### src/ccl_defs.svh
`ifndef CCL_DEFS_SVH
`define CCL_DEFS_SVH

// frame geometry
`define CCL_WIDTH 16
`define CCL_HEIGHT 12
`define CCL_PIX_COUNT (`CCL_WIDTH * `CCL_HEIGHT)
`define CCL_ADDR_W $clog2(`CCL_PIX_COUNT)

// label 0 is background
`define CCL_LABEL_W 7
// holds a full-frame blob of 192 pixels
`define CCL_AREA_W 8

// pruning threshold out of reset
`define CCL_MIN_AREA_RESET 3

`endif

### src/ccl_label_pkg.sv
`default_nettype none
`include "ccl_defs.svh"

package ccl_label_pkg;
    // provisional or root label
    typedef logic [`CCL_LABEL_W-1:0] label_t;
    // pixel count of one label
    typedef logic [`CCL_AREA_W-1:0] area_t;
    // surviving blobs in a frame
    typedef logic [`CCL_LABEL_W-1:0] blob_count_t;
endpackage

`default_nettype wire

### src/ccl_config.sv
`default_nettype none
`include "ccl_defs.svh"

module ccl_config import ccl_label_pkg::*; (
    input  wire logic  clk_in,
    input  wire logic  rst_in,
    input  wire logic  cfg_valid,
    input  wire area_t cfg_min_area,
    input  wire logic  busy,
    output area_t      min_area
);
    // threshold only moves between frames
    always_ff @(posedge clk_in) begin
        if (rst_in) begin
            min_area <= area_t'(`CCL_MIN_AREA_RESET);
        end else if (cfg_valid && !busy) begin
            min_area <= cfg_min_area;
        end
    end
endmodule

`default_nettype wire

### config.mk
export PLATFORM = sky130hd
export DESIGN_NAME = ccl_config
export DESIGN_NICKNAME = d
export VERILOG_FILES = /design/src/ccl_label_pkg.sv /design/src/ccl_config.sv
export VERILOG_INCLUDE_DIRS = /design/src
export SDC_FILE = /design/constraint.sdc
export NUM_CORES = 1
export LEC_CHECK = 0
export BUFFER_PORTS_ARGS = -buffer_cell sky130_fd_sc_hd__buf_2
export CAP_MARGIN = 40
export CORE_AREA = 4 4 41 43
export DETAILED_ROUTE_END_ITERATION = 16
export DIE_AREA = 0 0 45 47
export PLACE_DENSITY_LB_ADDON = 0.12
export SYNTH_ARGS = -nofsm -noshare
export SYNTH_HDL_FRONTEND = slang
export SYNTH_SLANG_ARGS = --single-unit
### constraint.sdc
create_clock -name clk_in -period 0.85 [get_ports clk_in]
set_input_delay 0.17 -clock clk_in [delete_from_list [all_inputs] [get_ports clk_in]]
set_output_delay 0.17 -clock clk_in [all_outputs]
set_load 0.005 [all_outputs]
==> results.json <==
{
  "die_y_um": 47,
  "r2r-end": "min_area[0]",
  "top_regs": "min_area: 8 flops",
  "post_cts_buffers": 0,
  "violations": "negative setup slack",
  "cp_max_fo": 2,
  "drc": 0,
  "min_period_over_period": 1.01,
  "synth_most_common_cell": "dfxtp_1",
  "path_cells": "buf_2",
  "ys_seq_area_frac": 0.460,
  "powerDensity_mw_per_mm2": 1580,
  "clkLatencyLatePin_ns": 0.25,
  "setup_viol": 3,
  "setup.worst_path.end_class": "primary output",
  "slew_headroom": 0.848,
  "vias": 331,
  "clock_skew_ns": 0,
  "worstSetupEndpoint": "min_area[7]",
  "dpl.hpwl_um": 610,
  "placed_area_um2": 473,
  "synthTopCellsByCount": "8 x dfxtp_1, 6 x nand2b_1, 6 x nand4bb_1, 6 x o21ai_1, 4 x nor2_1",
  "drive_gt1_frac": 0.569,
  "placed_cells": 70,
  "crit_path_max_incr_delay_ns": 0.31,
  "ant_nets": 0,
  "slew_viol_final": 0,
  "utilization": 0.393,
  "place.gp.congestion": 0.643,
  "cp.required_ns": 0.68,
  "grt_pass1_vias": 303,
  "initial_utilization": 0.267,
  "fin_crit_ns": 0.855,
  "tightest_slew_ns": 0.228,
  "synthTopCellsByArea": "dfxtp_1 46%, nand4bb_1 19%, nand2b_1 11%, o21ai_1 8.6%, mux2i_1 5.8%",
  "grt_pass1_wl_um": 1280,
  "slowest_stage": "dfxtp_2",
  "rrSetupSlack_ns": 0.25,
  "largest_register": "min_area",
  "syn_area_um2": 348,
  "syn_nets": 47,
  "clockRootBuffer": "clkbuf_4",
  "fin_area_um2": 512,
  "syn_area_per_cell_um2": 9.94,
  "synthArstFlopShare": 0,
  "grt_remaining_overflow": 0,
  "cp.depth": 1,
  "final_hold_viol_count": 0,
  "outcome": "finished with violations",
  "timing.fmax_mhz": 1170,
  "dr.pass1.iters": 2,
  "worstPathArrival_ns": 0.68,
  "die_x_um": 45,
  "ys_warn_count": 0,
  "worst-path-buf-inv": 1,
  "path_delay_family": "flip-flops",
  "hold_path_class": "in2reg",
  "ys_ff_latch": 8,
  "wl_um": 834,
  "core.rowCount": 13,
  "r2r-start": "min_area[0]",
  "power_leakage_nw": 0.226,
  "fin_cells": 73,
  "grt_usage": 0.0895,
  "clockBufferDepth": 2,
  "setup_slack_ns": -0.00492,
  "via_per_inst": 4.53,
  "synth_top_cell_by_area": "dfxtp_1",
  "portBuffers": 19,
  "startpoint": "min_area[7]",
  "fp.coreArea_mm2": 0.00130,
  "synth_edf_count": 0,
  "synth_ff_type": "dfxtp_1",
  "antennaDiodeCount": 0,
  "yosysTopAreaCellShare": 0.460,
  "clk_pin_slew_ns": 0.05,
  "htreeDepth": 1,
  "die_area_mm2": 0.00212,
  "nNetsFinal": 72,
  "grt_max_degree": 17,
  "numCtsBuffers": 3,
  "synth.distinct_cells": 9,
  "cts.repair.resized": 8,
  "start_kind": "flip-flop",
  "antenna_found_initial": 0,
  "cap_violations": 0,
  "syn_to_final_growth_pct": 47.1,
  "path_class": "reg2out",
  "clock_sinks": 8,
  "cts_tree": "yes",
  "drt_iter0_drc": 3,
  "top_level_ports": 20,
  "reg2regPathDepth": 2,
  "rsz0062_at_grt": "yes",
  "synthCells": 35,
  "vdd.ir_drop.worst_mv": 0.729,
  "wl_per_cell_um": 11.4,
  "largest_reg_flops": 8,
  "ctsHoldBuffers": 0
}
[through the flow]
step,hold WS [ns],setup slack (ns),total power [mW],TNS (ns)
detailed placement,0.441,0.0355,0.525,0
CTS,0.169,-0.0148,0.822,-0.0893
global route,0.173,-0.0346,0.859,-0.231
finish,0.178,-0.00492,0.810,-0.0110
global placement,0.426,0.0467,0.526,0
floorplan,0.336,0.189,0.460,0
[layer usage]
metal | track usage | vias up | share of wire
met5 | 0 | - | 0
li1 | - | 171 | -
met1 | 0.110 | 139 | 0.50
met3 | 0.0575 | 5 | 0.12
met2 | 0.116 | 16 | 0.36
met4 | 0.0526 | 0 | 0.019
[cell type report]
| class | instances | area [um2] |
|---|---|---|
| Sequential cell | 8 | 170 |
| Tap cell | 15 | 18.8 |
| Timing Repair Buffer | 22 | 124 |
| Multi-Input combinational cell | 25 | 176 |
| Fill cell | 145 | 790 |
| Clock buffer | 3 | 22.5 |
[power breakdown]
part / switching [mW] / internal [mW]
registers: 0.00882 / 0.398
clock network: 0.126 / 0.161
logic: 0.0481 / 0.0680
[how the worst min path moves through the flow]
stage	start	to	slack, ns	cells after the start
2_1_floorplan	cfg_min_area[2]	min_area[2]	0.34	2
3_5_place_dp	cfg_min_area[0]	min_area[0]	0.44	3
5_1_grt	cfg_min_area[7]	min_area[7]	0.17	3
3_3_place_gp	cfg_min_area[1]	min_area[1]	0.43	3
4_1_cts	cfg_min_area[1]	min_area[1]	0.17	3
6_report	cfg_min_area[1]	min_area[1]	0.18	3
[logic make-up (layout without fill, tap and decap cells)]
logic type,count (synthesis),count (layout),share of synthesized area
flip-flops,8,8,0.460
multiplexers,2,2,0.0576
AO/OA/AOI/OAI,6,6,0.0863
buffers and inverters,2,25,0.0324
AND/OR/NAND/NOR,17,17,0.363
[cells in the final DEF (no fill, tap or decap)]
master and count:
buf_2 18, buf_4 3, buf_6 1, clkbuf_4 3, dfxtp_2 8, mux2i_1 2
nand2b_1 6, nand4bb_1 6, nor2_1 4, nor2b_1 1, o21ai_1 6
No activity file was read; power rests on OpenSTA's default activity.
