## src/pixel_ram.sv

```systemverilog
`default_nettype none

module pixel_ram #(
    parameter int data_width = 1,
    parameter int depth = 192
) (
    input  wire logic                     clk_in,
    input  wire logic                     we,
    input  wire logic [$clog2(depth)-1:0] waddr,
    input  wire logic [data_width-1:0]    wdata,
    input  wire logic [$clog2(depth)-1:0] raddr_a,
    output logic      [data_width-1:0]    rdata_a,
    input  wire logic [$clog2(depth)-1:0] raddr_b,
    output logic      [data_width-1:0]    rdata_b
);
    logic [data_width-1:0] mem [depth];

    // read-first, one cycle of read latency on both ports
    always_ff @(posedge clk_in) begin
        if (we) begin
            mem[waddr] <= wdata;
        end
        rdata_a <= mem[raddr_a];
        rdata_b <= mem[raddr_b];
    end
endmodule

`default_nettype wire

```

## config.mk

```make
export PLATFORM = sky130hd
export DESIGN_NAME = pixel_ram
export DESIGN_NICKNAME = d
export VERILOG_FILES = /design/src/pixel_ram.sv
export SDC_FILE = /design/constraint.sdc
export NUM_CORES = 1
export LEC_CHECK = 0
export BUFFER_PORTS_ARGS = -buffer_cell sky130_fd_sc_hd__buf_2
export CAP_MARGIN = 20
export CORE_ASPECT_RATIO = 0.8
export CORE_MARGIN = 2
export CORE_UTILIZATION = 51
export DETAILED_ROUTE_END_ITERATION = 10
export GPL_ROUTABILITY_DRIVEN = 0
export HOLD_SLACK_MARGIN = 0.12
export MAX_ROUTING_LAYER = met4
export PLACE_DENSITY = 0.74
export SLEW_MARGIN = 5
export SYNTH_ARGS = -nofsm -noshare
export SYNTH_HDL_FRONTEND = slang
export SYNTH_SLANG_ARGS = --single-unit
export TNS_END_PERCENT = 5
```

## constraint.sdc

```tcl
create_clock -name clk_in -period 2.3 [get_ports clk_in]
set_clock_uncertainty 0.1 [all_clocks]
set_input_delay 0.115 -clock clk_in [delete_from_list [all_inputs] [get_ports clk_in]]
set_output_delay 0.115 -clock clk_in [all_outputs]
set_load 0.02 [all_outputs]
```

==> impl_metrics.env <==
export IMPL_status="complete, but fails checks"
export IMPL_violations="negative setup slack"
export IMPL_dp_hpwl_um=17600
export IMPL_die_y_um=130
export IMPL_power_density_nw_per_um2=659
export IMPL_syn_area_um2=10100
export IMPL_antenna_found_initial=0
export IMPL_clk_path_buf_depth=2
export IMPL_drive_gt1_share_pct=25.0
export IMPL_arrival_ps=2530
export IMPL_setup_viol=1
export IMPL_p_total_mw=7.48
export IMPL_rsz0062_at_grt="true"
export IMPL_sw_frac_of_total_pct=23.6
export IMPL_power_frac_comb_pct=9.6
export IMPL_fin_cells=1025
export IMPL_drv_slew=0
export IMPL_hold_path_class="in2reg"
export IMPL_via_count=6701
export IMPL_cp_max_fo=2
export IMPL_finalCriticalPeriod_ps=2310
export IMPL_yosysTopAreaCell="edfxtp_1"
export IMPL_finalNetCount=777
export IMPL_syn_nets=740
export IMPL_synth_edf_count=192
export IMPL_cts_reportedPaths_clkPinSlew_ps=70
export IMPL_dp_slack_ps=-100
export IMPL_yosysUniqueCellTypes=42
export IMPL_routed_wl_um=25700
export IMPL_critPathKind="reg2reg"
export IMPL_synthFlopType="edfxtp_1"
export IMPL_cts_tree="done"
export IMPL_fmax_ghz=0.434
export IMPL_drt_iter0_drc=786
export IMPL_end_kind="flip-flop"
export IMPL_drc=0
export IMPL_h_tree_depth=4
export IMPL_fin_crit_sh_pct=100
export IMPL_clkPwrFrac_pct=38.3
export IMPL_ioPinCount=29
export IMPL_clkLatencyLatePin_ps=440
export IMPL_stdcell_area_um2=11400
export IMPL_reg2reg_slack_ps=-6
export IMPL_final_setup_worst_slack_ps=-5.70
export IMPL_cap_violations=0
export IMPL_n_antenna_cell=0
export IMPL_final_util_pct=57.8
export IMPL_grt_pass1_vias=6690
export IMPL_port_buffers=28
export IMPL_synth_async_reset_ratio_pct=0
export IMPL_p_sw_mw=1.77
export IMPL_cts_root_buf="clkbuf_16"
export IMPL_place_inst=983
export IMPL_grt_start_max_net_pins=97
export IMPL_critPathLaunchType="flip-flop"
export IMPL_relSlewSlack_pct=46.2
export IMPL_numCtsBuffers=17
export IMPL_seq_power_share_pct=52.1
export IMPL_synth_seq_cells=194
export IMPL_core_area_um2=19600
export IMPL_overflow=0
export IMPL_ys_seq_area_share_pct=57.4
export IMPL_leakage_nw=3.58
export IMPL_grt_pass1_wl_um=39100
export IMPL_initial_core_util_pct=51.5
export IMPL_dpl_cell_area_um2=10700
export IMPL_yosys_warnings=0
export IMPL_placementRows=46
export IMPL_die_area_um2=21000
export IMPL_layout_commonest_cell="nor2_1"
export IMPL_synth_top_area_share_pct=57.0
export IMPL_fillerInstances=1510
export IMPL_cts_sinks=194
export IMPL_synthCells=713
export IMPL_ir_worst_vdd_mv=0.440
export IMPL_grt_usage_pct=26.6
export IMPL_areaGrowthSynthToFinish_pct=12.3
export IMPL_hold_viol=0
export IMPL_syn_area_per_cell_um2=14.2
export IMPL_worst_pin_slew_ps=805
export IMPL_die_x_um=161
export IMPL_viasPerCell=6.54
export IMPL_ant_nets=0
export IMPL_post_drt_wl_per_cell_um=25.1
export IMPL_p_int_mw=5.72
export IMPL_critical_path_required_ps=2520
export IMPL_firstDrtPassIters=5
export IMPL_layout_common_cells="nor2_1, edfxtp_1, mux4_2"
export IMPL_synthTopCellsByArea="edfxtp_1, mux4_2, nor2_1, mux2i_1, clkbuf_1"
## worst paths after layout
kind	from	end	cells past startpoint
max reg2reg	mem[128]	rdata_b	5
min	raddr_a[4]	rdata_a	3
max	mem[128]	rdata_b	5
min reg2reg	mem[84]	rdata_a	4
## sequential cells by signal (all words and copies together), names as in the netlist
register  count
rdata_a       1
mem         192
rdata_b       1
## layout make-up
cell class | count | area, um2 | area share [%]
Inverter | 3 | 11.3 | 0.0992
Timing Repair Buffer | 78 | 661 | 5.82
Sequential cell | 194 | 5810 | 51.1
Clock buffer | 17 | 425 | 3.75
Tap cell | 264 | 330 | 2.91
Multi-Input combinational cell | 456 | 3990 | 35.2
Clock inverter | 13 | 129 | 1.14
## repair_timing
| action | 4_1_cts | 5_1_grt |
|---|---|---|
| resized for setup | 0 | 1 |
| hold buffers | 12 | 0 |
| endpoints found under the hold margin | 55 | 0 |
| endpoints found under the setup margin | 0 | 1 |
| buffers inserted | 0 | 0 |
## synthesized netlist by cell type (2+ instances only)
master    instances
and3_1            2
nand3b_1          7
clkbuf_1         35
buf_6             5
o221ai_1          2
nand2_1          26
buf_4             4
dfxtp_1           2
o21ai_0           2
nand3_1          10
mux2_2            2
nand2b_1          2
o22a_1            2
nor2_1          205
nor4_1            3
a22oi_1           6
a22o_1            3
inv_1             3
a211oi_1          3
a311oi_1          3
and2_1            2
o211ai_1          2
buf_1             2
nor3_1            5
or3b_2            2
o22ai_1          12
nor2b_1           9
mux4_2           90
mux2i_1          46
edfxtp_1        192
buf_2            13
## cell families (layout without fill, tap and decap cells)
logic type	Yosys count	after routing	share of synthesized area, %
AND/OR/NAND/NOR	277	277	11.4
AO/OA/AOI/OAI	40	40	2.91
buffers and inverters	63	111	3.13
multiplexers	139	139	25.1
flip-flops	194	194	57.4
## worst max-delay path, stage by stage, from the launching register on
cell      delay (ps)
edfxtp_1         430
mux4_2           470
mux4_2           470
mux2_4           290
o211ai_1         300
o31ai_1          120
## metrics by stage
step / TNS, ps / hold slack, ps
after detailed placement: -100 / 302
after floorplan: 0 / 114
after global routing: -38.4 / 163
after CTS: 0 / 147
after global placement: -84.4 / 310
final: -5.70 / 167
## power by group through the flow
stage / Clock (mW) / Combinational (mW) / Sequential, mW
2_1_floorplan: 0 / 0.434 / 3.98
3_3_place_gp: 0 / 0.681 / 3.98
3_5_place_dp: 0 / 0.696 / 3.98
4_1_cts: 2.88 / 0.712 / 3.90
5_1_grt: 2.99 / 0.766 / 3.90
6_report: 2.87 / 0.720 / 3.90
## routing by layer
| layer | wire length [um] | vias up | track usage (%) | part of all wire, % |
|---|---|---|---|---|
| met5 | 0 | - | - | 0 |
| met2 | 12100 | 433 | 41.7 | 47 |
| met4 | 694 | 0 | 8.14 | 2.7 |
| met3 | 3090 | 64 | 6.29 | 12 |
| met1 | 9770 | 3388 | 35.2 | 38 |
| li1 | - | 2816 | - | - |
(Power assumes the default switching activity.)
