==> config.mk <==
export PLATFORM = sky130hd
export DESIGN_NAME = blob_select
export DESIGN_NICKNAME = d
export VERILOG_FILES = /design/src/ccl_label_pkg.sv /design/src/blob_select.sv
export VERILOG_INCLUDE_DIRS = /design/src
export SDC_FILE = /design/constraint.sdc
export NUM_CORES = 1
export LEC_CHECK = 0
export BUFFER_PORTS_ARGS = -buffer_cell sky130_fd_sc_hd__buf_2
export CAP_MARGIN = 20
export CORE_MARGIN = 8
export CORE_UTILIZATION = 50
export CTS_BUF_LIST = sky130_fd_sc_hd__clkbuf_16
export CTS_CLUSTER_SIZE = 8
export DETAILED_ROUTE_END_ITERATION = 6
export PLACE_DENSITY = 0.78
export SETUP_SLACK_MARGIN = 0.3
export SLEW_MARGIN = 5
export SYNTH_ARGS = -nofsm -noshare
export SYNTH_HDL_FRONTEND = slang
export SYNTH_SLANG_ARGS = --single-unit
==> constraint.sdc <==
create_clock -name clk_in -period 3.1 [get_ports clk_in]
set_input_delay 0.465 -clock clk_in [delete_from_list [all_inputs] [get_ports clk_in]]
set_output_delay 0.465 -clock clk_in [all_outputs]
set_load 0.02 [all_outputs]
==> src/ccl_defs.svh <==
`ifndef CCL_DEFS_SVH
`define CCL_DEFS_SVH

// frame geometry
`define CCL_WIDTH 16
`define CCL_HEIGHT 12
`define CCL_PIX_COUNT (`CCL_WIDTH * `CCL_HEIGHT)
`define CCL_ADDR_W $clog2(`CCL_PIX_COUNT)

// label 0 is background
`define CCL_LABEL_W 7
// holds a full-frame blob of 192 pixels
`define CCL_AREA_W 8

// pruning threshold out of reset
`define CCL_MIN_AREA_RESET 3

`endif

==> src/ccl_label_pkg.sv <==
`default_nettype none
`include "ccl_defs.svh"

package ccl_label_pkg;
    // provisional or root label
    typedef logic [`CCL_LABEL_W-1:0] label_t;
    // pixel count of one label
    typedef logic [`CCL_AREA_W-1:0] area_t;
    // surviving blobs in a frame
    typedef logic [`CCL_LABEL_W-1:0] blob_count_t;
endpackage

`default_nettype wire

==> src/blob_select.sv <==
`default_nettype none

module blob_select import ccl_label_pkg::*; (
    input  wire logic   clk_in,
    input  wire logic   rst_in,
    input  wire logic   select_start,
    output logic        select_done,
    input  wire label_t label_count,
    output label_t      sel_index,
    input  wire label_t sel_parent,
    input  wire area_t  sel_area,
    input  wire area_t  min_area,
    output blob_count_t blob_count,
    output area_t       area_first,
    output area_t       area_second
);
    logic running;
    logic is_blob;

    // a root big enough to survive pruning
    assign is_blob = running && (sel_parent == sel_index) && (sel_area >= min_area);

    always_ff @(posedge clk_in) begin
        if (rst_in) begin
            running <= 1'b0;
            select_done <= 1'b0;
            sel_index <= '0;
            blob_count <= '0;
            area_first <= '0;
            area_second <= '0;
        end else begin
            select_done <= 1'b0;
            if (select_start) begin
                sel_index <= label_t'(1);
                blob_count <= '0;
                area_first <= '0;
                area_second <= '0;
                running <= (label_count != '0);
                select_done <= (label_count == '0);
            end else if (running) begin
                if (is_blob) begin
                    blob_count <= blob_count + 1'b1;
                    // equal areas may fill both slots
                    if (sel_area > area_first) begin
                        area_first <= sel_area;
                        area_second <= area_first;
                    end else if (sel_area > area_second) begin
                        area_second <= sel_area;
                    end
                end
                if (sel_index == label_count) begin
                    running <= 1'b0;
                    select_done <= 1'b1;
                end else begin
                    sel_index <= sel_index + 1'b1;
                end
            end
        end
    end
endmodule

`default_nettype wire

==> summary.txt <==
Route
  – Pre-Repair DR Iteration Count: 4
  – DR iter-0 viols: 105
  – DR vias: 2087
  – ANT nets after route: 0
  – DR WL/cell: 14.9 microns
  – Final wirelength: 5540 microns
  – Mean number of vias per cell: 5.61
  – Drt drc: 0

Worst setup path
  – CP max stage cell: or4_1
  – CP Class: input port to flop
  – Critical path buffers and inverters: 1
  – Crit start category: input port
  – Cell mode on critical path: nand2_1
  – Crit-path cells: buf_2 > ha_1 > or4_1 > a21oi_1 > o31ai_2 > nand2_1 > nand2_1 > a32oi_1
  – CP peak stage delay: 0.51 ns
  – Crit. End Element: flop
  – Crit Path Max Fanout: 11
  – Crit path required time: 3.29 ns
  – Top Family by Delay on Critical Path: simple AND/OR/NAND/NOR gates
  – CP arrival: 2.49 ns

STA
  – Slew margin rel.: 0.622
  – Worst Skew: 0.00416 ns
  – Actual slew at the worst max-slew pin: 0.566 ns
  – Tcrit/Tclk final: 0.743
  – Setup-failing EPs final: 0
  – Final hold viol count: 0
  – Tmin final: 2.30 ns
  – Unrepaired setup endpoints after global routing: false
  – TNS Setup: 0 ns
  – Fmax: 0.434 GHz
  – Slew Viols, Final: 0

Synth
  – Syn_nets: 313
  – Synth area leaders: dfxtp_1, ha_1, nand2_1
  – Post-synth top flop: dfxtp_1
  – Number of synthesized register bits: 32
  – Avg Synthesized Cell Area: 8.56 sq um
  – Area leader, netlist: dfxtp_1
  – Share of the synthesized area in the top cell type: 0.295
  – Post-synthesis instance total: 254
  – Yosys Warn Count: 0
  – Sequential-to-total area share from yosys stat: 0.295
  – Most frequent cell after synthesis: dfxtp_1
  – Post-synthesis cell type count: 37
  – Post-synth top cells: dfxtp_1, nand2_1, ha_1
  – Async set-reset flop share out of synthesis: 0
  – Number of flops mapped to enable cells by yosys: 0
  – Mapped Area: 0.00217 sq mm

Run
  – Max cap viols: 0

Placement
  – DP Area: 0.00252 sq mm
  – DP HPWL: 4340 microns
  – GPL Wtd Cong: 0.795
  – Port Buf Inserts: 63

Global routing
  – Vias in the first global route: 2047
  – Global route overflow: 0
  – Antenna violations before repair: 0
  – Global-route wire length before repair: 9210 microns
  – Largest net degree at the start of global routing: 23
  – Total GRT Usage: 0.174

Final layout
  – Fraction of layout cells with a size suffix above 1: 0.253
  – Final Core Density: 0.623
  – Fill count: 386
  – Area Growth Syn to Fin: 22.2%
  – Post-route cell area: 0.00266 sq mm
  – N_diodes: 0
  – # nets final: 378

Clocking
  – Hold-fix buffers, CTS: 0
  – Clk sink count: 32
  – Htree depth: 2
  – Post-cts sizing count: 0
  – Post-CTS Setup Inserts: 0
  – Num CTS Buffers: 5
  – CTS tree: yes
  – Maximum buffer depth of the clock tree: 2
  – Clock transition at path regs: 0.05 ns
  – Root Buffer: clkbuf_16
  – Clock Latency Late Sink: 0.27 ns

Run status
  – Outcome: complete, no violations

Die
  – Total die area: 0.00671 sq mm
  – I/O pins: 64
  – Core area: 0.00426 sq mm
  – Site row count: 24
  – Starting density of the core: 0.510
  – Die width: 81.9 microns
  – Die height: 81.9 microns

Pwr
  – Worst VDD drop: 0.242 mV
  – Leak: 1.16 nW
  – Power Dens Cells: 380 mW/mm^2
  – Tot Pwr: 0.00101 W

Min path
  – HP Class: input port to flop
kinds of logic after synthesis:
| kind of cell | count (synthesis) | synth area share |
|---|---|---|
| DFF | 32 | 0.295 |
| muxes | 10 | 0.0461 |
| and+or+nand+nor | 81 | 0.189 |
| adders and majority gates | 26 | 0.150 |
| xor gates and xnor gates | 20 | 0.0841 |
| buffers and inverters | 32 | 0.0691 |
| AOI/OAI and AO/OA | 53 | 0.168 |
final timing paths:
kind / startpoint / endpoint / slack, ns / cells past startpoint
hold / removal: rst_in / sel_index[0] / 0.42 / 2
setup reg to reg: sel_index[3] / area_first[5] / 1.05 / 6
hold reg to reg: area_second[0] / area_second[0] / 0.46 / 2
setup / recovery: sel_area[1] / area_second[1] / 0.80 / 8
placed cells by master (no fill, tap or decap), drive strengths merged:
cell    count
dfxtp      32
buf        66
nor2b       1
clkbuf      5
a21o        3
a32oi       8
ha         26
nand4b      1
nor3        3
o21ai       6
or4         3
nor2       13
nor4b       1
o21a        4
nand2      28
nand4       8
nand3      13
xor2       12
a21oi      18
mux2i      10
and2        1
o211ai      9
nand2b      1
inv        26
clkinv      1
o31ai       3
a21boi      1
nor4        2
a211oi      1
xnor2       8
or3         4
or2         2
area by class of cell:
type                    count  area [sq um]  area share
clock inverters             3          11.3     0.00424
inverters                  24          90.1      0.0339
repair buffers             66           338       0.127
clock buffers               5           125      0.0471
well taps                  52          65.1      0.0245
flip-flops and latches     32           641       0.241
multi-input cells         190          1390       0.522
flip-flops by register name, indices dropped and copies added (netlist names):
name / count
area_second: 8
sel_index: 7
blob_count: 7
area_first: 8
select_done: 1
running: 1
per-stage QoR:
stage          instances  setup slack, ns  hold WS, ns
2_1_floorplan        254             1.00        0.482
3_3_place_gp         364            0.631        0.449
3_5_place_dp         364            0.530        0.455
4_1_cts              372            0.794        0.413
5_1_grt              372            0.657        0.418
6_report             372            0.797        0.420
per-layer routing:
| layer | global-route usage | routed length (microns) |
|---|---|---|
| met5 | 0 | 0 |
| met4 | 0.0456 | 55 |
| met3 | 0.0481 | 404 |
| met2 | 0.293 | 2660 |
| met1 | 0.212 | 2420 |
power breakdown:
part	switching, W	internal [W]
clock	0.000165	0.000288
sequential	0.00000496	0.000415
combinational	0.0000781	0.0000594
total	0.000248	0.000762
Note: power is estimated with default switching activity, not from simulation.
