--- config.mk ---
export PLATFORM = sky130hd
export DESIGN_NAME = ccl_ctrl
export DESIGN_NICKNAME = d
export VERILOG_FILES = /design/src/ccl_frame_pkg.sv /design/src/ccl_ctrl.sv
export VERILOG_INCLUDE_DIRS = /design/src
export SDC_FILE = /design/constraint.sdc
export NUM_CORES = 1
export LEC_CHECK = 0
export BUFFER_PORTS_ARGS = -buffer_cell sky130_fd_sc_hd__buf_2
export CORE_ASPECT_RATIO = 1.5
export CORE_MARGIN = 8
export CORE_UTILIZATION = 35
export DETAILED_ROUTE_END_ITERATION = 7
export PLACE_DENSITY = 0.65
export SKIP_CTS_REPAIR_TIMING = 1
export SLEW_MARGIN = 20
export SYNTH_ARGS = -nofsm -noshare
export SYNTH_HDL_FRONTEND = slang
export SYNTH_SLANG_ARGS = --single-unit
--- constraint.sdc ---
create_clock -name clk_in -period 2.9 [get_ports clk_in]
set_clock_uncertainty 0.15 [all_clocks]
set_input_delay 0.145 -clock clk_in [delete_from_list [all_inputs] [get_ports clk_in]]
set_output_delay 0.145 -clock clk_in [all_outputs]
set_load 0.05 [all_outputs]
--- src/ccl_defs.svh ---
`ifndef CCL_DEFS_SVH
`define CCL_DEFS_SVH

// frame geometry
`define CCL_WIDTH 16
`define CCL_HEIGHT 12
`define CCL_PIX_COUNT (`CCL_WIDTH * `CCL_HEIGHT)
`define CCL_ADDR_W $clog2(`CCL_PIX_COUNT)

// label 0 is background
`define CCL_LABEL_W 7
// holds a full-frame blob of 192 pixels
`define CCL_AREA_W 8

// pruning threshold out of reset
`define CCL_MIN_AREA_RESET 3

`endif

--- src/ccl_frame_pkg.sv ---
`default_nettype none
`include "ccl_defs.svh"

package ccl_frame_pkg;
    typedef logic [$clog2(`CCL_WIDTH)-1:0] coord_x_t;
    typedef logic [$clog2(`CCL_HEIGHT)-1:0] coord_y_t;
    // raster address, row * width + column
    typedef logic [`CCL_ADDR_W-1:0] pix_addr_t;
    typedef enum logic [2:0] {PH_IDLE, PH_STORE, PH_SCAN, PH_RESOLVE, PH_SELECT} ccl_phase_t;
endpackage

`default_nettype wire

--- src/ccl_ctrl.sv ---
`default_nettype none
`include "ccl_defs.svh"

module ccl_ctrl import ccl_frame_pkg::*; (
    input  wire logic clk_in,
    input  wire logic rst_in,
    input  wire logic frame_start,
    input  wire logic pixel_valid,
    output logic      mask_we,
    output pix_addr_t mask_waddr,
    output logic      scan_start,
    input  wire logic scan_done,
    output logic      resolve_start,
    input  wire logic resolve_done,
    output logic      select_start,
    input  wire logic select_done,
    output logic      busy,
    output logic      result_valid
);
    ccl_phase_t phase;
    pix_addr_t  pix_cnt;

    // every pixel_valid in store is taken, no stall
    assign mask_we = (phase == PH_STORE) && pixel_valid;
    assign mask_waddr = pix_cnt;
    assign busy = (phase != PH_IDLE);

    always_ff @(posedge clk_in) begin
        if (rst_in) begin
            phase <= PH_IDLE;
            pix_cnt <= '0;
            scan_start <= 1'b0;
            resolve_start <= 1'b0;
            select_start <= 1'b0;
            result_valid <= 1'b0;
        end else begin
            // start strobes are single-cycle
            scan_start <= 1'b0;
            resolve_start <= 1'b0;
            select_start <= 1'b0;
            result_valid <= 1'b0;
            case (phase)
                PH_IDLE: begin
                    if (frame_start) begin
                        phase <= PH_STORE;
                        pix_cnt <= '0;
                    end
                end
                PH_STORE: begin
                    if (pixel_valid) begin
                        // last raster address closes the frame
                        if (pix_cnt == pix_addr_t'(`CCL_PIX_COUNT - 1)) begin
                            phase <= PH_SCAN;
                            scan_start <= 1'b1;
                        end else begin
                            pix_cnt <= pix_cnt + 1'b1;
                        end
                    end
                end
                PH_SCAN: begin
                    if (scan_done) begin
                        phase <= PH_RESOLVE;
                        resolve_start <= 1'b1;
                    end
                end
                PH_RESOLVE: begin
                    if (resolve_done) begin
                        phase <= PH_SELECT;
                        select_start <= 1'b1;
                    end
                end
                PH_SELECT: begin
                    // busy drops with the result strobe
                    if (select_done) begin
                        phase <= PH_IDLE;
                        result_valid <= 1'b1;
                    end
                end
                default: phase <= PH_IDLE;
            endcase
        end
    end
endmodule

`default_nettype wire

==> results by group <==
Synthesis
  • Mapped Avg Cell Area: 8.64 um2
  • Main combinational cell family by area after synthesis: simple AND/OR/NAND/NOR gates
  • Area contributors post-synth: dfxtp_1 (40%), a31oi_1 (5.9%), nand2_1 (5.6%), nor2_1 (5.1%), nand4bb_4 (3.7%)
  • Post-Syn Nets: 94
  • EDFF count, synth: 0
  • Cell Area, Synth: roughly 740 um2
  • Ys flop type: dfxtp_1
  • Netlist cell types: 33
  • Synthesized instance count: 86
  • Post-synth top area share: approximately two fifths
  • Syn. warnings: 0
  • Compound-Gate Fraction of Synth Area: roughly 21%
  • Synth top cells by count: dfxtp_1 (15), nand2_1 (11), nor2_1 (10), a31oi_1 (7)
  • Simple-gate share of the synthesized area: about a third
  • Post-synthesis sequential area ratio: 40.4%
  • Count leader, synth: dfxtp_1
  • Synth area leader: dfxtp_1
  • Post-Synth Adder-Cell Area: roughly 1.7%
  • #FFs+latches synth: 15
  • Mux cell area share after synthesis: ~1.3%
  • Xor-xnor portion of the synthesized cell area: 0%
  • Async SR Flop Fraction: 0%

Power
  • Int Pwr: 278 uW
  • Power Density: roughly 420 mW/mm2
  • P_sw: between 100 and 150 uW
  • Static Leak: approximately 0.00037 uW
  • Sequential power share: approximately 56%
  • Switching Share: around 27%
  • VDD IR-drop max: ~260 uV
  • Clk network pwr share: between 30% and 40%
  • Combinational Power Share: around an eighth

Critical path
  • WP data required: roughly 3 ns
  • Crit-path max FO: 8
  • Buffers and inverters on the worst path: 0
  • Worst Path Arrival: about 1.8 ns
  • Worst Path Class, Setup: reg2reg
  • Worst path slowest cell: dfxtp_1
  • CP Capture Type: flip-flop
  • Worst Setup Start Kind: flip-flop
  • Max incr delay on CP: 0.43 ns
  • CP cell instances: ha_1 -> nand3_1 -> o211a_1 -> a41oi_1 -> a31oi_1
  • Crit path max-delay family: compound AO/OA/AOI/OAI gates

Drt
  • DR WL/cell: ~14 um
  • WL final: 1880 um
  • Via/cell ratio: 5.76
  • Post-DRT Antenna Nets: 0
  • DRC: 0
  • Drt pass-1 iters: 4
  • Via count: ~760
  • 1st-iter DRT viols: 10

Layout
  • Post-layout util: 44.4%
  • Nets: ~120
  • Ant diodes: 0
  • Non-Filler Instances: between 100 and 150
  • Layout area overhead: 21.2%
  • Layout cells sized above 1: between 20% and 30%

Floorplanning
  • I/O pin count: 21
  • Starting Density: a little under two fifths
  • Die height: 72.4 um
  • Chip Width: 53.6 um
  • Core Region: 0.00203 mm2
  • # rows: 20
  • Die Area: about 0.0039 mm2

STA
  • Final setup fails: 0
  • Setup_tns: 0 ns
  • WHS: -0.00815 ns
  • Tightest Pin Transition: between 0.5 and 0.6 ns
  • Max Freq: 555 MHz
  • Slew Limit Fails: 0
  • RSZ-0062 raised after global routing: no
  • Tcrit/Tclk final: 62.1%
  • Slew HR: between 60% and 70%
  • Final hold vios: 1
  • Tmin final: 1.80 ns

GRT
  • GRT Util Overall: between 10% and 20%
  • Initial antenna violation count: 0
  • First-pass GRT wire length: approximately 3000 um
  • Total gr overflow: 0
  • Vias in the first global route: 700
  • Largest net degree at the start of global routing: 13

Outcome
  • Status: finished, violations left
  • Failing checks: hold timing

Clocking
  • CTS Root Cell: clkbuf_4
  • CTS tree: built
  • CTS buffer count: 3
  • Clock-pin slew on the worst setup and hold paths: roughly 0.090 ns
  • H-tree Lvls: 1
  • Clock latency on the worst-skew pair: ~0.28 ns
  • CTS max path bufs: 2
  • Clk sinks: 15

Place
  • Gpl congestion: approximately 0.74
  • Post-DP HPWL: approximately 1400 um
  • Placed cell count: 125
  • Port Buffers: 20

Run
  • Max-Cap Viols: 0

Min path
  • Classification of the worst-slack hold path: in2reg
final cells by class:
cell class / count / area, um2
clock buffer: 4 / 26.3
fill: 209 / 1130
inverter: 4 / 15.0
multi-input combinational: 64 / 412
sequential: 15 / 300
tap: 22 / 27.5
timing repair buffer: 22 / 120
path summary, 6_finish.rpt:
kind         depth (start not counted)                    endpoint  slack, ns                  startpoint
min reg2reg                          1  mask_waddr[7]$_SDFFE_PP0P_       0.37  mask_waddr[7]$_SDFFE_PP0P_
max                                  5  mask_waddr[4]$_SDFFE_PP0P_       1.10  mask_waddr[0]$_SDFFE_PP0P_
max reg2reg                          5  mask_waddr[4]$_SDFFE_PP0P_       1.10  mask_waddr[0]$_SDFFE_PP0P_
min                                  3     select_start$_SDFF_PP0_     -0.008                resolve_done
per-layer routing:
metal	wire, um	global-route usage (%)	up-vias
li1	-	-	371
met1	821	11.5	340
met2	865	15.6	38
met3	128	2.45	6
met4	68	7.04	0
met5	0	0	-
placed cells by master, fill, tap and decap left out:
cell	n
buf_2	20
dfxtp_1	15
nand2_1	11
nor2_1	10
a31oi_1	7
inv_1	4
a21oi_1	4
nand3b_1	3
nor4_1	3
clkbuf_4	3
nor3b_1	2
o21ai_0	2
a41oi_1	2
o21a_1	2
dlygate4sd3_1	2
or3_1	1
nand4bb_4	1
o32a_1	1
nand3_1	1
nand4b_1	1
o21ai_2	1
nor4b_1	1
nand3_2	1
nand4_1	1
nor2b_1	1
o211a_1	1
a32o_1	1
and3b_1	1
nor3_1	1
mux2i_1	1
or4_1	1
o221ai_1	1
ha_1	1
clkbuf_1	1
cells by family after synthesis:
family | count (synthesis)
compound gates | 22
mux | 1
simple gates | 40
fa+ha+maj | 1
buf+inv | 7
flops | 15
flip-flops by register name, summed over array words and instances (netlist names):
| signal | cells |
|---|---|
| scan_start | 1 |
| result_valid | 1 |
| mask_waddr | 8 |
| select_start | 1 |
| phase | 3 |
| resolve_start | 1 |
power by group through the flow:
| stage | sequential [uW] | combinational (uW) | clock [uW] |
|---|---|---|---|
| 4_1_cts | 214 | 43.3 | 125 |
| 5_1_grt | 214 | 48.9 | 131 |
| 6_report | 214 | 44.9 | 120 |
| 3_3_place_gp | 218 | 43.0 | 0 |
| 3_5_place_dp | 218 | 43.2 | 0 |
| 2_1_floorplan | 218 | 30.1 | 0 |
worst reg2reg max path: stages, from the launching register on:
cell and delay [ns]:
dfxtp_1 0.43, ha_1 0.23, nand3_1 0.24, o211a_1 0.35
a41oi_1 0.22, a31oi_1 0.07
metrics by stage:
stage / setup slack [ns] / power [uW] / hold slack [ns] / cell area (um2)
2_1_floorplan: 0.818 / 248 / 0.159 / 743
3_3_place_gp: 1.15 / 261 / 0.274 / 855
3_5_place_dp: 1.09 / 262 / 0.277 / 855
4_1_cts: 1.09 / 381 / -0.0313 / 881
5_1_grt: 0.915 / 395 / 0.00719 / 901
6_report: 1.10 / 379 / -0.00815 / 901
No activity file was read; power rests on OpenSTA's default activity.
