File: config.mk
export PLATFORM = sky130hd
export DESIGN_NAME = label_scan
export DESIGN_NICKNAME = d
export VERILOG_FILES = /design/src/ccl_frame_pkg.sv /design/src/ccl_label_pkg.sv /design/src/label_scan.sv
export VERILOG_INCLUDE_DIRS = /design/src
export SDC_FILE = /design/constraint.sdc
export NUM_CORES = 1
export LEC_CHECK = 0
export BUFFER_PORTS_ARGS = -buffer_cell sky130_fd_sc_hd__buf_2
export CAP_MARGIN = 10
export CELL_PAD_IN_SITES_DETAIL_PLACEMENT = 0
export CELL_PAD_IN_SITES_GLOBAL_PLACEMENT = 1
export CORE_ASPECT_RATIO = 1.25
export CORE_MARGIN = 2
export CORE_UTILIZATION = 40
export CTS_CLUSTER_DIAMETER = 40
export DETAILED_ROUTE_END_ITERATION = 10
export PLACE_DENSITY_LB_ADDON = 0.1
export SYNTH_ARGS = -nofsm -noshare
export SYNTH_HDL_FRONTEND = slang
export SYNTH_SLANG_ARGS = --single-unit
File: constraint.sdc
create_clock -name clk_in -period 5.8 [get_ports clk_in]
set_clock_uncertainty 0.05 [all_clocks]
set_input_delay 1.16 -clock clk_in [delete_from_list [all_inputs] [get_ports clk_in]]
set_output_delay 1.16 -clock clk_in [all_outputs]
set_load 0.02 [all_outputs]
File: src/ccl_defs.svh
`ifndef CCL_DEFS_SVH
`define CCL_DEFS_SVH

// frame geometry
`define CCL_WIDTH 16
`define CCL_HEIGHT 12
`define CCL_PIX_COUNT (`CCL_WIDTH * `CCL_HEIGHT)
`define CCL_ADDR_W $clog2(`CCL_PIX_COUNT)

// label 0 is background
`define CCL_LABEL_W 7
// holds a full-frame blob of 192 pixels
`define CCL_AREA_W 8

// pruning threshold out of reset
`define CCL_MIN_AREA_RESET 3

`endif

File: src/ccl_frame_pkg.sv
`default_nettype none
`include "ccl_defs.svh"

package ccl_frame_pkg;
    typedef logic [$clog2(`CCL_WIDTH)-1:0] coord_x_t;
    typedef logic [$clog2(`CCL_HEIGHT)-1:0] coord_y_t;
    // raster address, row * width + column
    typedef logic [`CCL_ADDR_W-1:0] pix_addr_t;
    typedef enum logic [2:0] {PH_IDLE, PH_STORE, PH_SCAN, PH_RESOLVE, PH_SELECT} ccl_phase_t;
endpackage

`default_nettype wire

File: src/ccl_label_pkg.sv
`default_nettype none
`include "ccl_defs.svh"

package ccl_label_pkg;
    // provisional or root label
    typedef logic [`CCL_LABEL_W-1:0] label_t;
    // pixel count of one label
    typedef logic [`CCL_AREA_W-1:0] area_t;
    // surviving blobs in a frame
    typedef logic [`CCL_LABEL_W-1:0] blob_count_t;
endpackage

`default_nettype wire

File: src/label_scan.sv
`default_nettype none
`include "ccl_defs.svh"

module label_scan import ccl_frame_pkg::*, ccl_label_pkg::*; (
    input  wire logic   clk_in,
    input  wire logic   rst_in,
    input  wire logic   scan_start,
    output logic        scan_done,
    output pix_addr_t   mask_raddr,
    input  wire logic   mask_rdata,
    output pix_addr_t   lab_raddr_a,
    output pix_addr_t   lab_raddr_b,
    input  wire label_t lab_rdata_a,
    input  wire label_t lab_rdata_b,
    output logic        lab_we,
    output pix_addr_t   lab_waddr,
    output label_t      lab_wdata,
    output logic        new_valid,
    output label_t      new_label,
    output logic        area_inc_valid,
    output label_t      area_label,
    output logic        merge_valid,
    output label_t      merge_a,
    output label_t      merge_b,
    input  wire logic   merge_ready
);
    localparam logic [2:0] S_IDLE = 3'd0;
    localparam logic [2:0] S_RD1 = 3'd1;
    localparam logic [2:0] S_RD2 = 3'd2;
    localparam logic [2:0] S_EVAL = 3'd3;
    localparam logic [2:0] S_WRITE = 3'd4;

    logic [2:0] st;
    pix_addr_t  addr;
    coord_x_t   x;
    coord_y_t   y;
    label_t     next_label;
    logic       fg;
    logic       is_new;
    label_t     lab_q;
    // neighbors in order nw, n, ne, w
    label_t     nb_q [4];
    label_t     nb_now [4];
    label_t     min_now;
    logic [3:0] pend_q;
    logic [3:0] pend_now;
    logic [3:0] pend_left;
    logic [1:0] merge_sel;
    logic       has_n;
    logic       has_w;
    logic       has_e;
    logic       pix_end;

    // frame edges, outside neighbors read as background
    assign has_n = (y != '0);
    assign has_w = (x != '0);
    assign has_e = (x != coord_x_t'(`CCL_WIDTH - 1));

    // rd1 fetches nw and n, rd2 fetches ne and w
    assign mask_raddr = addr;
    assign lab_raddr_a = (st == S_RD1) ? addr - pix_addr_t'(`CCL_WIDTH + 1)
                                       : addr - pix_addr_t'(`CCL_WIDTH - 1);
    assign lab_raddr_b = (st == S_RD1) ? addr - pix_addr_t'(`CCL_WIDTH) : addr - 1'b1;

    // smallest neighbor label and the distinct others to merge
    always_comb begin
        nb_now[0] = nb_q[0];
        nb_now[1] = nb_q[1];
        nb_now[2] = (has_n && has_e) ? lab_rdata_a : '0;
        nb_now[3] = has_w ? lab_rdata_b : '0;
        min_now = '0;
        for (int i = 0; i < 4; i++) begin
            if (nb_now[i] != '0 && (min_now == '0 || nb_now[i] < min_now)) begin
                min_now = nb_now[i];
            end
        end
        for (int i = 0; i < 4; i++) begin
            pend_now[i] = (nb_now[i] != '0) && (nb_now[i] != min_now);
            // one request per distinct label
            for (int j = 0; j < i; j++) begin
                if (nb_now[j] == nb_now[i]) begin
                    pend_now[i] = 1'b0;
                end
            end
        end
    end

    // lowest pending neighbor goes out first
    always_comb begin
        merge_sel = 2'd0;
        for (int i = 3; i >= 0; i--) begin
            if (pend_q[i]) begin
                merge_sel = 2'(i);
            end
        end
        merge_valid = (st == S_WRITE) && (pend_q != '0);
        merge_a = lab_q;
        merge_b = nb_q[merge_sel];
        pend_left = pend_q;
        if (merge_valid && merge_ready) begin
            pend_left[merge_sel] = 1'b0;
        end
    end

    // background ends in eval, foreground once merges drain
    assign pix_end = ((st == S_EVAL) && !fg) || ((st == S_WRITE) && (pend_left == '0));

    assign lab_we = pix_end;
    assign lab_waddr = addr;
    assign lab_wdata = (st == S_WRITE) ? lab_q : '0;
    assign area_inc_valid = pix_end && (st == S_WRITE);
    assign area_label = lab_q;
    assign new_valid = area_inc_valid && is_new;
    assign new_label = lab_q;

    always_ff @(posedge clk_in) begin
        if (rst_in) begin
            st <= S_IDLE;
            scan_done <= 1'b0;
        end else begin
            scan_done <= 1'b0;
            case (st)
                S_IDLE: begin
                    if (scan_start) begin
                        st <= S_RD1;
                    end
                end
                S_RD1: st <= S_RD2;
                S_RD2: st <= S_EVAL;
                S_EVAL: begin
                    if (fg) begin
                        st <= S_WRITE;
                    end
                end
                default: ;
            endcase
            if (pix_end) begin
                if (addr == pix_addr_t'(`CCL_PIX_COUNT - 1)) begin
                    st <= S_IDLE;
                    scan_done <= 1'b1;
                end else begin
                    st <= S_RD1;
                end
            end
        end
    end

    // walk position and per-pixel payload
    always_ff @(posedge clk_in) begin
        if (scan_start) begin
            addr <= '0;
            x <= '0;
            y <= '0;
            next_label <= label_t'(1);
        end
        if (st == S_RD2) begin
            fg <= mask_rdata;
            nb_q[0] <= (has_n && has_w) ? lab_rdata_a : '0;
            nb_q[1] <= has_n ? lab_rdata_b : '0;
        end
        if (st == S_EVAL) begin
            nb_q[2] <= nb_now[2];
            nb_q[3] <= nb_now[3];
            pend_q <= pend_now;
            is_new <= (min_now == '0);
            lab_q <= (min_now == '0) ? next_label : min_now;
        end
        if (st == S_WRITE) begin
            pend_q <= pend_left;
        end
        if (new_valid) begin
            next_label <= next_label + 1'b1;
        end
        if (pix_end) begin
            addr <= addr + 1'b1;
            if (x == coord_x_t'(`CCL_WIDTH - 1)) begin
                x <= '0;
                y <= y + 1'b1;
            end else begin
                x <= x + 1'b1;
            end
        end
    end
endmodule

`default_nettype wire

==> results of run 1 <==
worst max-delay path: cells and delay by family (launching register included):
| family | cells | cell delay [ns] |
|---|---|---|
| buffers and inverters | 2 | 0.34 |
| multiplexers | 1 | 0.35 |
| adder cells (fa/ha/maj) | 3 | 0.81 |
| flip-flops | 1 | 0.42 |
| AO/OA/AOI/OAI | 14 | 3.16 |
| AND/OR/NAND/NOR | 3 | 0.26 |
final cells by class:
type / instances / share of cell area, %
inverter: 49 / 2.466
clock inverter: 7 / 1.124
timing repair buffer: 151 / 12.33
sequential: 68 / 26.30
multi-input combinational: 499 / 51.71
clock buffer: 9 / 3.019
tap: 182 / 3.053
cell families (layout without fill, tap and decap cells):
logic type	after synthesis	after routing	synth area share (%)
and+or+nand+nor	233	233	19.53
AOI/OAI and AO/OA	162	162	20.26
buffers and inverters	104	216	8.304
DFF	68	68	32.55
xor gates and xnor gates	59	59	8.574
adders and majority gates	29	29	6.103
muxes	16	16	4.671
final timing paths:
check,to,depth (start not counted),startpoint
setup / recovery,pend_q[0],23,nb_q[1][1]
setup reg to reg,pend_q[0],23,nb_q[1][1]
hold / removal,y[3],1,y[3]
hold reg to reg,y[3],1,y[3]
sequential cells by signal, indices dropped and copies added (netlist names):
name / flops
area_label: 7
fg: 1
is_new: 1
lab_waddr: 8
nb_q: 28
next_label: 7
pend_q: 4
scan_done: 1
st: 3
x: 4
y: 4
timing repair:
| item | CTS | global route |
|---|---|---|
| gates resized for setup | 5 | 49 |
| pin swaps | 1 | 21 |
| buffers inserted | 0 | 8 |
| endpoints found under the setup margin | 3 | 9 |
synthesized netlist by cell type (3+ instances only):
cell type / number / share of area (%)
a2111oi_0: 3 / 0.44
a211oi_1: 11 / 1.4
a21boi_0: 5 / 0.62
a21o_1: 4 / 0.50
a21oi_1: 33 / 2.7
a221o_1: 6 / 1.0
a221oi_1: 4 / 0.58
a22oi_1: 5 / 0.62
a31oi_1: 8 / 0.83
a32oi_1: 4 / 0.58
a41oi_1: 3 / 0.44
and2_1: 13 / 1.3
and3_1: 22 / 2.3
buf_1: 4 / 0.25
buf_2: 10 / 0.83
buf_4: 22 / 2.7
clkbuf_1: 17 / 1.1
clkinv_1: 7 / 0.44
dfxtp_1: 8 / 2.7
edfxtp_1: 60 / 30
ha_1: 27 / 5.6
inv_1: 41 / 2.6
mux2_2: 3 / 0.56
mux2i_1: 3 / 0.50
mux4_2: 7 / 2.6
nand2_1: 48 / 3.0
nand2b_1: 4 / 0.42
nand3_1: 20 / 1.7
nand4_1: 9 / 0.93
nor2_1: 63 / 3.9
nor3_1: 18 / 1.5
nor3b_1: 3 / 0.37
nor4_1: 7 / 0.73
o211ai_1: 5 / 0.62
o21ai_0: 21 / 1.7
o21bai_1: 3 / 0.37
o221ai_1: 3 / 0.44
o22ai_1: 8 / 0.83
or3_1: 9 / 0.93
xnor2_1: 41 / 6.0
xor2_1: 18 / 2.6
metrics by stage:
step	setup WS, ns	hold slack, ns	util (%)
detailed placement	-0.09656	0.4405	45.74
CTS	0.02267	0.4473	47.92
floorplan	0.001875	0.4036	-
finish	0.1239	0.4601	50.10
global placement	-0.06955	0.4252	45.74
global route	-0.1292	0.4637	50.10
report_power, final:
part,switching (mW),total [mW],internal (mW),leakage (nW)
combinational,0.388,0.653,0.265,2.27
sequential,0.0217,0.579,0.558,0.627
clock,0.245,0.585,0.340,0.148
total,0.655,1.82,1.16,3.04
metal layers:
layer  up-vias  share of wire, %  routed length (microns)
li1       2684                 -                        -
met1      2824                40                     8490
met2       249                49                    10450
met3        81               6.2                     1332
met4         0               5.5                     1183
met5         -                 0                        0
==> flow_summary.json, run 1 <==
{
  "outcome": "finished clean",
  "grt_max_degree": 24,
  "place_hpwl_mm": 15.95,
  "overflow": 0,
  "power_density_mw_per_mm2": 243.6,
  "fin_crit_ns": 5.676,
  "setup_tns_ns": 0,
  "num_rows": 50,
  "synth_ff_type": "edfxtp_1",
  "synthCells": 671,
  "max_freq_ghz": 0.1762,
  "final_cell_mix": "90 x buf_2, 60 x edfxtp_1, 59 x nor2_1",
  "maxSlewHeadroom_pct": 30.13,
  "place_area_sq_mm": 0.006810,
  "ys.warnings.count": 0,
  "rsz0062_at_grt": "true",
  "hold_viol": 0,
  "drv_slew": 0,
  "gp_congestion": 0.9853,
  "antenna_found_initial": 0,
  "met2_usage_pct": 44.94,
  "htreeDepth": 3,
  "async_flop_share_pct": 0,
  "final_common_cell": "buf_2",
  "cts_buffers": 9,
  "diodes": 0,
  "areaGrowthSynthToFinish_pct": 23.77,
  "cpMostUsedCell": "a21oi_2",
  "critPathCaptureType": "flip-flop",
  "cts_hold_buf": 0,
  "start_kind": "flip-flop",
  "drt_first_pass_iters": 5,
  "cp_max_fo": 8,
  "wl_mm": 21.46,
  "die_h_microns": 141.2,
  "setup_viol": 0,
  "drive_above_1_share_pct": 31.29,
  "worstSkewPairLatency_ns": 0.35,
  "maxCapViolations": 0,
  "initial_core_util_pct": 40.48,
  "regArea_sq_mm": 0.001962,
  "yosysSeqAreaShare_pct": 32.55,
  "coreArea_sq_mm": 0.01489,
  "tritoncts": "yes",
  "hold_class": "reg -> reg",
  "crit_arrival_ns": 5.70,
  "worst_pin_slew_ns": 1.044,
  "detail_route.vias_per_cell": 6.050,
  "met3_usage_pct": 5.503,
  "crit_type": "reg -> reg",
  "reg2reg_slack_ns": 0.12,
  "p_total_mw": 1.817,
  "grt_pass1_vias": 5769,
  "grt_usage_pct": 26.89,
  "slowest_stage": "edfxtp_1",
  "cts.clk_slew.worst_paths_ns": 0.07,
  "placedCellCount": 941,
  "dr_total_vias": 5838,
  "ys_ff_latch": 68,
  "first_iter_violations": 509,
  "period_share_pct": 97.86,
  "crit_chain": "ha_1 > a211o_1 > a21boi_4 > o22ai_4 > buf_6 > a22oi_2 > ha_1 > nand4_1 > a21oi_2 > o32ai_4 > a21oi_2 > mux2_4 > ha_4 > nor2_4 > a31oi_4 > a21oi_2 > a2111oi_4 > buf_4 > a2bb2oi_4 > nand2_4 > a221o_1 > a2111oi_4 > a41oi_2",
  "grtUsageMet1_pct": 32.06,
  "grt_first_pass_wirelength_mm": 32.82,
  "synth_edf_count": 60,
  "p_leak_nw": 3.042,
  "final_area_sq_mm": 0.007460,
  "root_buffer": "clkbuf_16",
  "yosys.cell_types.count": 84,
  "io-pin-count": 91,
  "multi_input_area_sq_mm": 0.003857,
  "dieArea_sq_mm": 0.01607,
  "fp.dieW_microns": 113.8,
  "syn_nets": 718,
  "ant_nets": 0,
  "syn_area_per_cell_sq_um": 8.982,
  "fillers": 1438,
  "stdcell_count": 965,
  "busiest_layer": "met2",
  "port_buffers": 90,
  "wl_per_cell_microns": 22.23,
  "slowest_delay_ns": 0.42,
  "cp_data_required_time_ns": 5.82,
  "clock_path_buffers": 2,
  "syn_area_sq_mm": 0.006027,
  "ir_worst_vdd_mv": 0.1149,
  "nNetsFinal": 825,
  "clock_sinks": 68,
  "drc_errors": 0
}
Note: power is estimated with default switching activity, not from simulation.
==> inputs of run 2 (changes only) <==
Clock period 5.8 ns to 5.1 ns, I/O delays scaled along.
==> run 2 against run 1 <==
  * The run now ends with negative setup slack left
  * Register-to-register slack got worse by 0.60 ns
  * Sequential cell count did not move
  * Total power rose by 27%
  * Maximum frequency rose by 1.7%
  * Worst setup slack got worse by 0.60 ns
  * Via count rose by 3.7%
  * Global-route usage rose by 1.4 points
  * Final cell count rose by 7.3%
  * Non-clock buffer count rose by 70
  * First-iteration DRC count fell by 6.1%
  * Highest routed layer unchanged
==> flow_summary.json, run 2 (synthesized netlist as in run 1, its figures left out) <==
{
  "outcome": "complete, but fails checks",
  "ir_worst_vdd_mv": 0.2276,
  "port_buffers": 90,
  "grt_max_degree": 24,
  "cp_max_fo": 5,
  "hold_class": "reg -> reg",
  "worstSkewPairLatency_ns": 0.35,
  "slowest_stage": "edfxtp_1",
  "critPathCaptureType": "flip-flop",
  "first_iter_violations": 478,
  "root_buffer": "clkbuf_16",
  "finalWorstSetupSlack_ns": -0.4801,
  "gp_congestion": 0.9808,
  "power_density_mw_per_mm2": 280.1,
  "clock_path_buffers": 2,
  "grt_usage_pct": 28.32,
  "crit_arrival_ns": 5.59,
  "ant_nets": 0,
  "cp_data_required_time_ns": 5.11,
  "setup_viol": 9,
  "start_kind": "flip-flop",
  "drv_slew": 0,
  "p_leak_nw": 3.458,
  "worst_pin_slew_ns": 1.054,
  "final_common_cell": "buf_4",
  "detail_route.vias_per_cell": 5.849,
  "grt_first_pass_wirelength_mm": 34.97,
  "period_share_pct": 109.4,
  "rsz0062_at_grt": "true",
  "wl_mm": 22.27,
  "crit_family": "compound AO/OA/AOI/OAI gates",
  "areaGrowthSynthToFinish_pct": 36.64,
  "cts_buffers": 9,
  "num_rows": 50,
  "io-pin-count": 91,
  "initial_core_util_pct": 40.48,
  "cp.buffers_inverters": 3,
  "max_freq_ghz": 0.1792,
  "dr_total_vias": 6054,
  "fp.dieW_microns": 113.8,
  "p_total_mw": 2.307,
  "maxCapViolations": 0,
  "slowest_delay_ns": 0.44,
  "antenna_found_initial": 0,
  "violations": "negative setup slack",
  "cts_hold_buf": 0,
  "tritoncts": "yes",
  "dieArea_sq_mm": 0.01607,
  "drive_above_1_share_pct": 39.98,
  "final_cell_mix": "119 x buf_4, 90 x buf_2, 60 x edfxtp_1",
  "htreeDepth": 3,
  "nNetsFinal": 895,
  "drt_first_pass_iters": 4,
  "setup_tns_ns": -2.458,
  "cts.clk_slew.worst_paths_ns": 0.06,
  "crit_type": "reg -> reg",
  "largest_reg_flops": 28,
  "hold_viol": 0,
  "clock_sinks": 68,
  "place_hpwl_mm": 16.91,
  "largest_register": "nb_q",
  "overflow": 0,
  "drc_errors": 0,
  "coreArea_sq_mm": 0.01489,
  "diodes": 0,
  "grt_pass1_vias": 6163,
  "fin_crit_ns": 5.580,
  "die_h_microns": 141.2,
  "wl_per_cell_microns": 21.52,
  "maxSlewHeadroom_pct": 29.47
}
[run 2: cell count changes in the layout (fill, tap and decap cells not counted), sizes merged]
cell | before | now
inv | 44 | 43
bufinv | 1 | 3
buf | 151 | 221
clkinv | 10 | 9
[run 2: worst paths after layout]
| check | from | endpoint | slack, ns | depth (start not counted) |
|---|---|---|---|---|
| setup / recovery | nb_q[1][6] | pend_q[0] | -0.48 | 25 |
| hold / removal | y[1] | y[1] | 0.45 | 2 |
| setup reg to reg | nb_q[1][6] | pend_q[0] | -0.48 | 25 |
| hold reg to reg | y[1] | y[1] | 0.45 | 2 |
[run 2: area by class of cell]
cell class	count	area [sq um]
Multi-Input combinational cell	499	4025
Timing Repair Buffer	221	1488
Inverter	49	183.9
Sequential cell	68	1962
Fill cell	1398	6654
Tap cell	182	227.7
Clock inverter	7	123.9
Clock buffer	9	225.2
[run 2: routing by layer]
metal | part of all wire (%) | vias up | GRT usage (%)
li1 | - | 2810 | -
met3 | 5.8 | 73 | 4.041
met2 | 49 | 260 | 47.37
met1 | 40 | 2911 | 35.31
met5 | 0 | - | 0
met4 | 5.2 | 0 | 14.96
[run 2: stage by stage]
stage                     instances  setup slack, ns  utilization, %  cell area (sq um)  hold slack (ns)
after floorplan                 671          -0.4228               -               6185           0.4036
after global placement         1001          -0.4612           49.57               7381           0.4290
after detailed placement       1001          -0.5498           49.57               7381           0.4467
after CTS                      1030          -0.3716           54.32               8088           0.4591
after global routing           1035          -0.6535           55.31               8235           0.4797
final                          1035          -0.4801           55.31               8235           0.4543
[run 2: power by group]
group / leakage (nW) / total, mW / internal [mW] / switching, mW
logic: 2.66 / 0.898 / 0.414 / 0.484
clock network: 0.166 / 0.749 / 0.481 / 0.268
registers: 0.627 / 0.660 / 0.635 / 0.0252
[run 2: worst min-delay path, stage by stage (launching register included)]
cell and delay, ns:
dfxtp_1 0.31, inv_1 0.07, o31ai_1 0.07
[run 2: what timing repair did]
item / 4_1_cts / 5_1_grt
setup endpoints to repair: 10 / 11
setup buffers: 14 / 6
resized for setup: 50 / 23
pin swaps: 36 / 23
==> inputs of run 3 (changes only) <==
Settings changed: ABC_AREA set to 1, CORE_UTILIZATION 40 to 38, PLACE_DENSITY set to 0.89, PLACE_DENSITY_LB_ADDON 0.1 to not set.
==> run 3 against run 2 <==
  * The run now ends clean
  * Total power grew 59%
  * Die area down 0.83%
  * Via count down 8.3%
  * Wire length down 22%
  * Critical path type unchanged
==> flow_summary.json, run 3 <==
{
  "slowest_delay_ns": 0.47,
  "drive_above_1_share_pct": 24.25,
  "detail_route.vias_per_cell": 5.174,
  "drv_slew": 0,
  "cts_hold_buf": 0,
  "tritoncts": "yes",
  "largest_register": "nb_q",
  "yosysSeqAreaShare_pct": 34.56,
  "async_flop_share_pct": 0,
  "crit_arrival_ns": 4.98,
  "grt_max_degree": 24,
  "clock_path_buffers": 2,
  "p_sw_share_pct": 49.32,
  "final_common_cell": "nand2_1",
  "cp.buffers_inverters": 2,
  "root_buffer": "clkbuf_16",
  "cp_data_required_time_ns": 5.21,
  "combPwrFrac_pct": 60.1,
  "largest_reg_flops": 28,
  "clkPwrFrac_pct": 17.7,
  "slowest_stage": "edfxtp_1",
  "worstSkewPairLatency_ns": 0.34,
  "final_cell_mix": "165 x nand2_1, 112 x inv_1, 90 x buf_2",
  "grt_usage_pct": 21.78,
  "grt_pass1_vias": 5300,
  "overflow": 0,
  "crit_type": "reg -> reg",
  "cts_buffers": 9,
  "drt_first_pass_iters": 7,
  "max_freq_ghz": 0.2052,
  "drc_errors": 0,
  "fp.dieW_microns": 113.3,
  "cpMostUsedCell": "nand2_1",
  "outcome": "finished clean",
  "worst_pin_slew_ns": 0.9216,
  "power_frac_seq_pct": 22.2,
  "power_density_mw_per_mm2": 526.2,
  "yosysTopAreaCell": "edfxtp_1",
  "synth_ff_type": "edfxtp_1",
  "p_leak_nw": 3.463,
  "yosys.cell_types.count": 42,
  "wl_mm": 17.47,
  "gp_congestion": 0.9849,
  "antenna_found_initial": 1,
  "start_kind": "flip-flop",
  "io-pin-count": 91,
  "fin_util_pct": 47.88,
  "wl_per_cell_microns": 16.28,
  "maxSlewHeadroom_pct": 38.34,
  "nNetsFinal": 937,
  "cp_max_fo": 13,
  "maxCapViolations": 0,
  "dr_total_vias": 5552,
  "period_share_pct": 95.55,
  "ys.warnings.count": 0,
  "coreArea_sq_mm": 0.01453,
  "syn_area_per_cell_sq_um": 7.315,
  "ir_worst_vdd_mv": 0.2755,
  "crit_family": "simple AND/OR/NAND/NOR gates",
  "cts.clk_slew.worst_paths_ns": 0.07,
  "port_buffers": 90,
  "syn_nets": 823,
  "first_iter_violations": 380,
  "dieArea_sq_mm": 0.01594,
  "ant_nets": 0,
  "grt_first_pass_wirelength_mm": 27.26,
  "clock_sinks": 68,
  "critPathCaptureType": "flip-flop",
  "synth_top_area_share_pct": 31.74,
  "yosysMostFrequentCell": "nand2_1",
  "die_h_microns": 140.7,
  "syn_area_sq_mm": 0.005677,
  "synth.top_cells.by_area": "edfxtp_1 32%, nand2_1 12%, inv_1 7.4%",
  "diodes": 0,
  "htreeDepth": 3,
  "hold_class": "reg -> reg",
  "num_rows": 49,
  "fin_crit_ns": 4.873,
  "initial_core_util_pct": 39.07,
  "hold_viol": 0,
  "synthCells": 776,
  "p_switching_mw": 1.805,
  "setup_viol": 0,
  "synth_common_cells": "177 x nand2_1, 112 x inv_1, 91 x nor2_1",
  "ys_ff_latch": 68,
  "p_total_mw": 3.660,
  "intPower_mw": 1.855,
  "place_hpwl_mm": 13.57,
  "areaGrowthSynthToFinish_pct": 22.55,
  "setup_tns_ns": 0,
  "synth_edf_count": 60
}
run 3: changes by cell type after synthesis, sizes merged, moves of 16 or more:
cell and delta:
nand2 +142, inv +81, nand3 +52, xnor2 -35
nor2 +31, xor2 +29, and3 -21, o21ai +17
a21oi -16
run 3: final timing paths:
kind | slack (ns) | depth (start not counted) | start | endpoint
max | 0.23 | 30 | nb_q[0][2] | area_label[1]
min reg2reg | 0.43 | 1 | y[3] | y[3]
min | 0.43 | 1 | y[3] | y[3]
max reg2reg | 0.23 | 30 | nb_q[0][2] | area_label[1]
run 3: stage by stage:
stage               setup WS, ns  std cells  instance area [sq um]  hold slack [ns]
CTS                      0.02105       1056                   6639           0.4246
global route            -0.07972       1073                   6957           0.4576
global placement          0.1593       1040                   6334           0.3960
floorplan                 0.7416        776                   5677           0.3839
detailed placement       0.06719       1040                   6334           0.4124
finish                    0.2271       1073                   6957           0.4307
run 3: per-layer routing:
metal  track usage, %  part of all wire (%)
met3            3.740                   7.4
met5                0                 0.074
met4            11.23                   5.2
met2            36.09                    47
met1            27.18                    40
run 3: kinds of logic (layout without fill, tap and decap cells):
kind of cell    count (synthesis)  in the layout  share of synthesized area [%]
flops                          68             68                          34.56
xor+xnor                       53             53                          8.177
fa+ha+maj                      28             28                          6.304
simple gates                  395            396                          30.73
buf+inv                       154            272                          12.06
mux                             1              1                         0.1763
compound gates                 77             77                          8.001
run 3: power by group through the flow:
stage	clock (mW)	sequential [mW]	combinational (mW)
2_1_floorplan	0	0.837	1.37
3_3_place_gp	0	0.825	1.90
3_5_place_dp	0	0.828	1.89
4_1_cts	0.659	0.817	1.91
5_1_grt	0.675	0.822	2.40
6_report	0.649	0.812	2.20
run 3: cell type report:
| cell class | count | area (sq um) |
|---|---|---|
| Inverter | 124 | 465.4 |
| Multi-Input combinational cell | 555 | 3236 |
| Timing Repair Buffer | 132 | 765.7 |
| Sequential cell | 68 | 1962 |
| Clock inverter | 7 | 80.08 |
| Clock buffer | 9 | 225.2 |
| Tap cell | 178 | 222.7 |
| Fill cell | 1457 | 7574 |
run 3: what timing repair did:
action	in CTS	in global routing
endpoints found under the setup margin	0	11
setup buffers	0	16
gates resized for setup	0	40
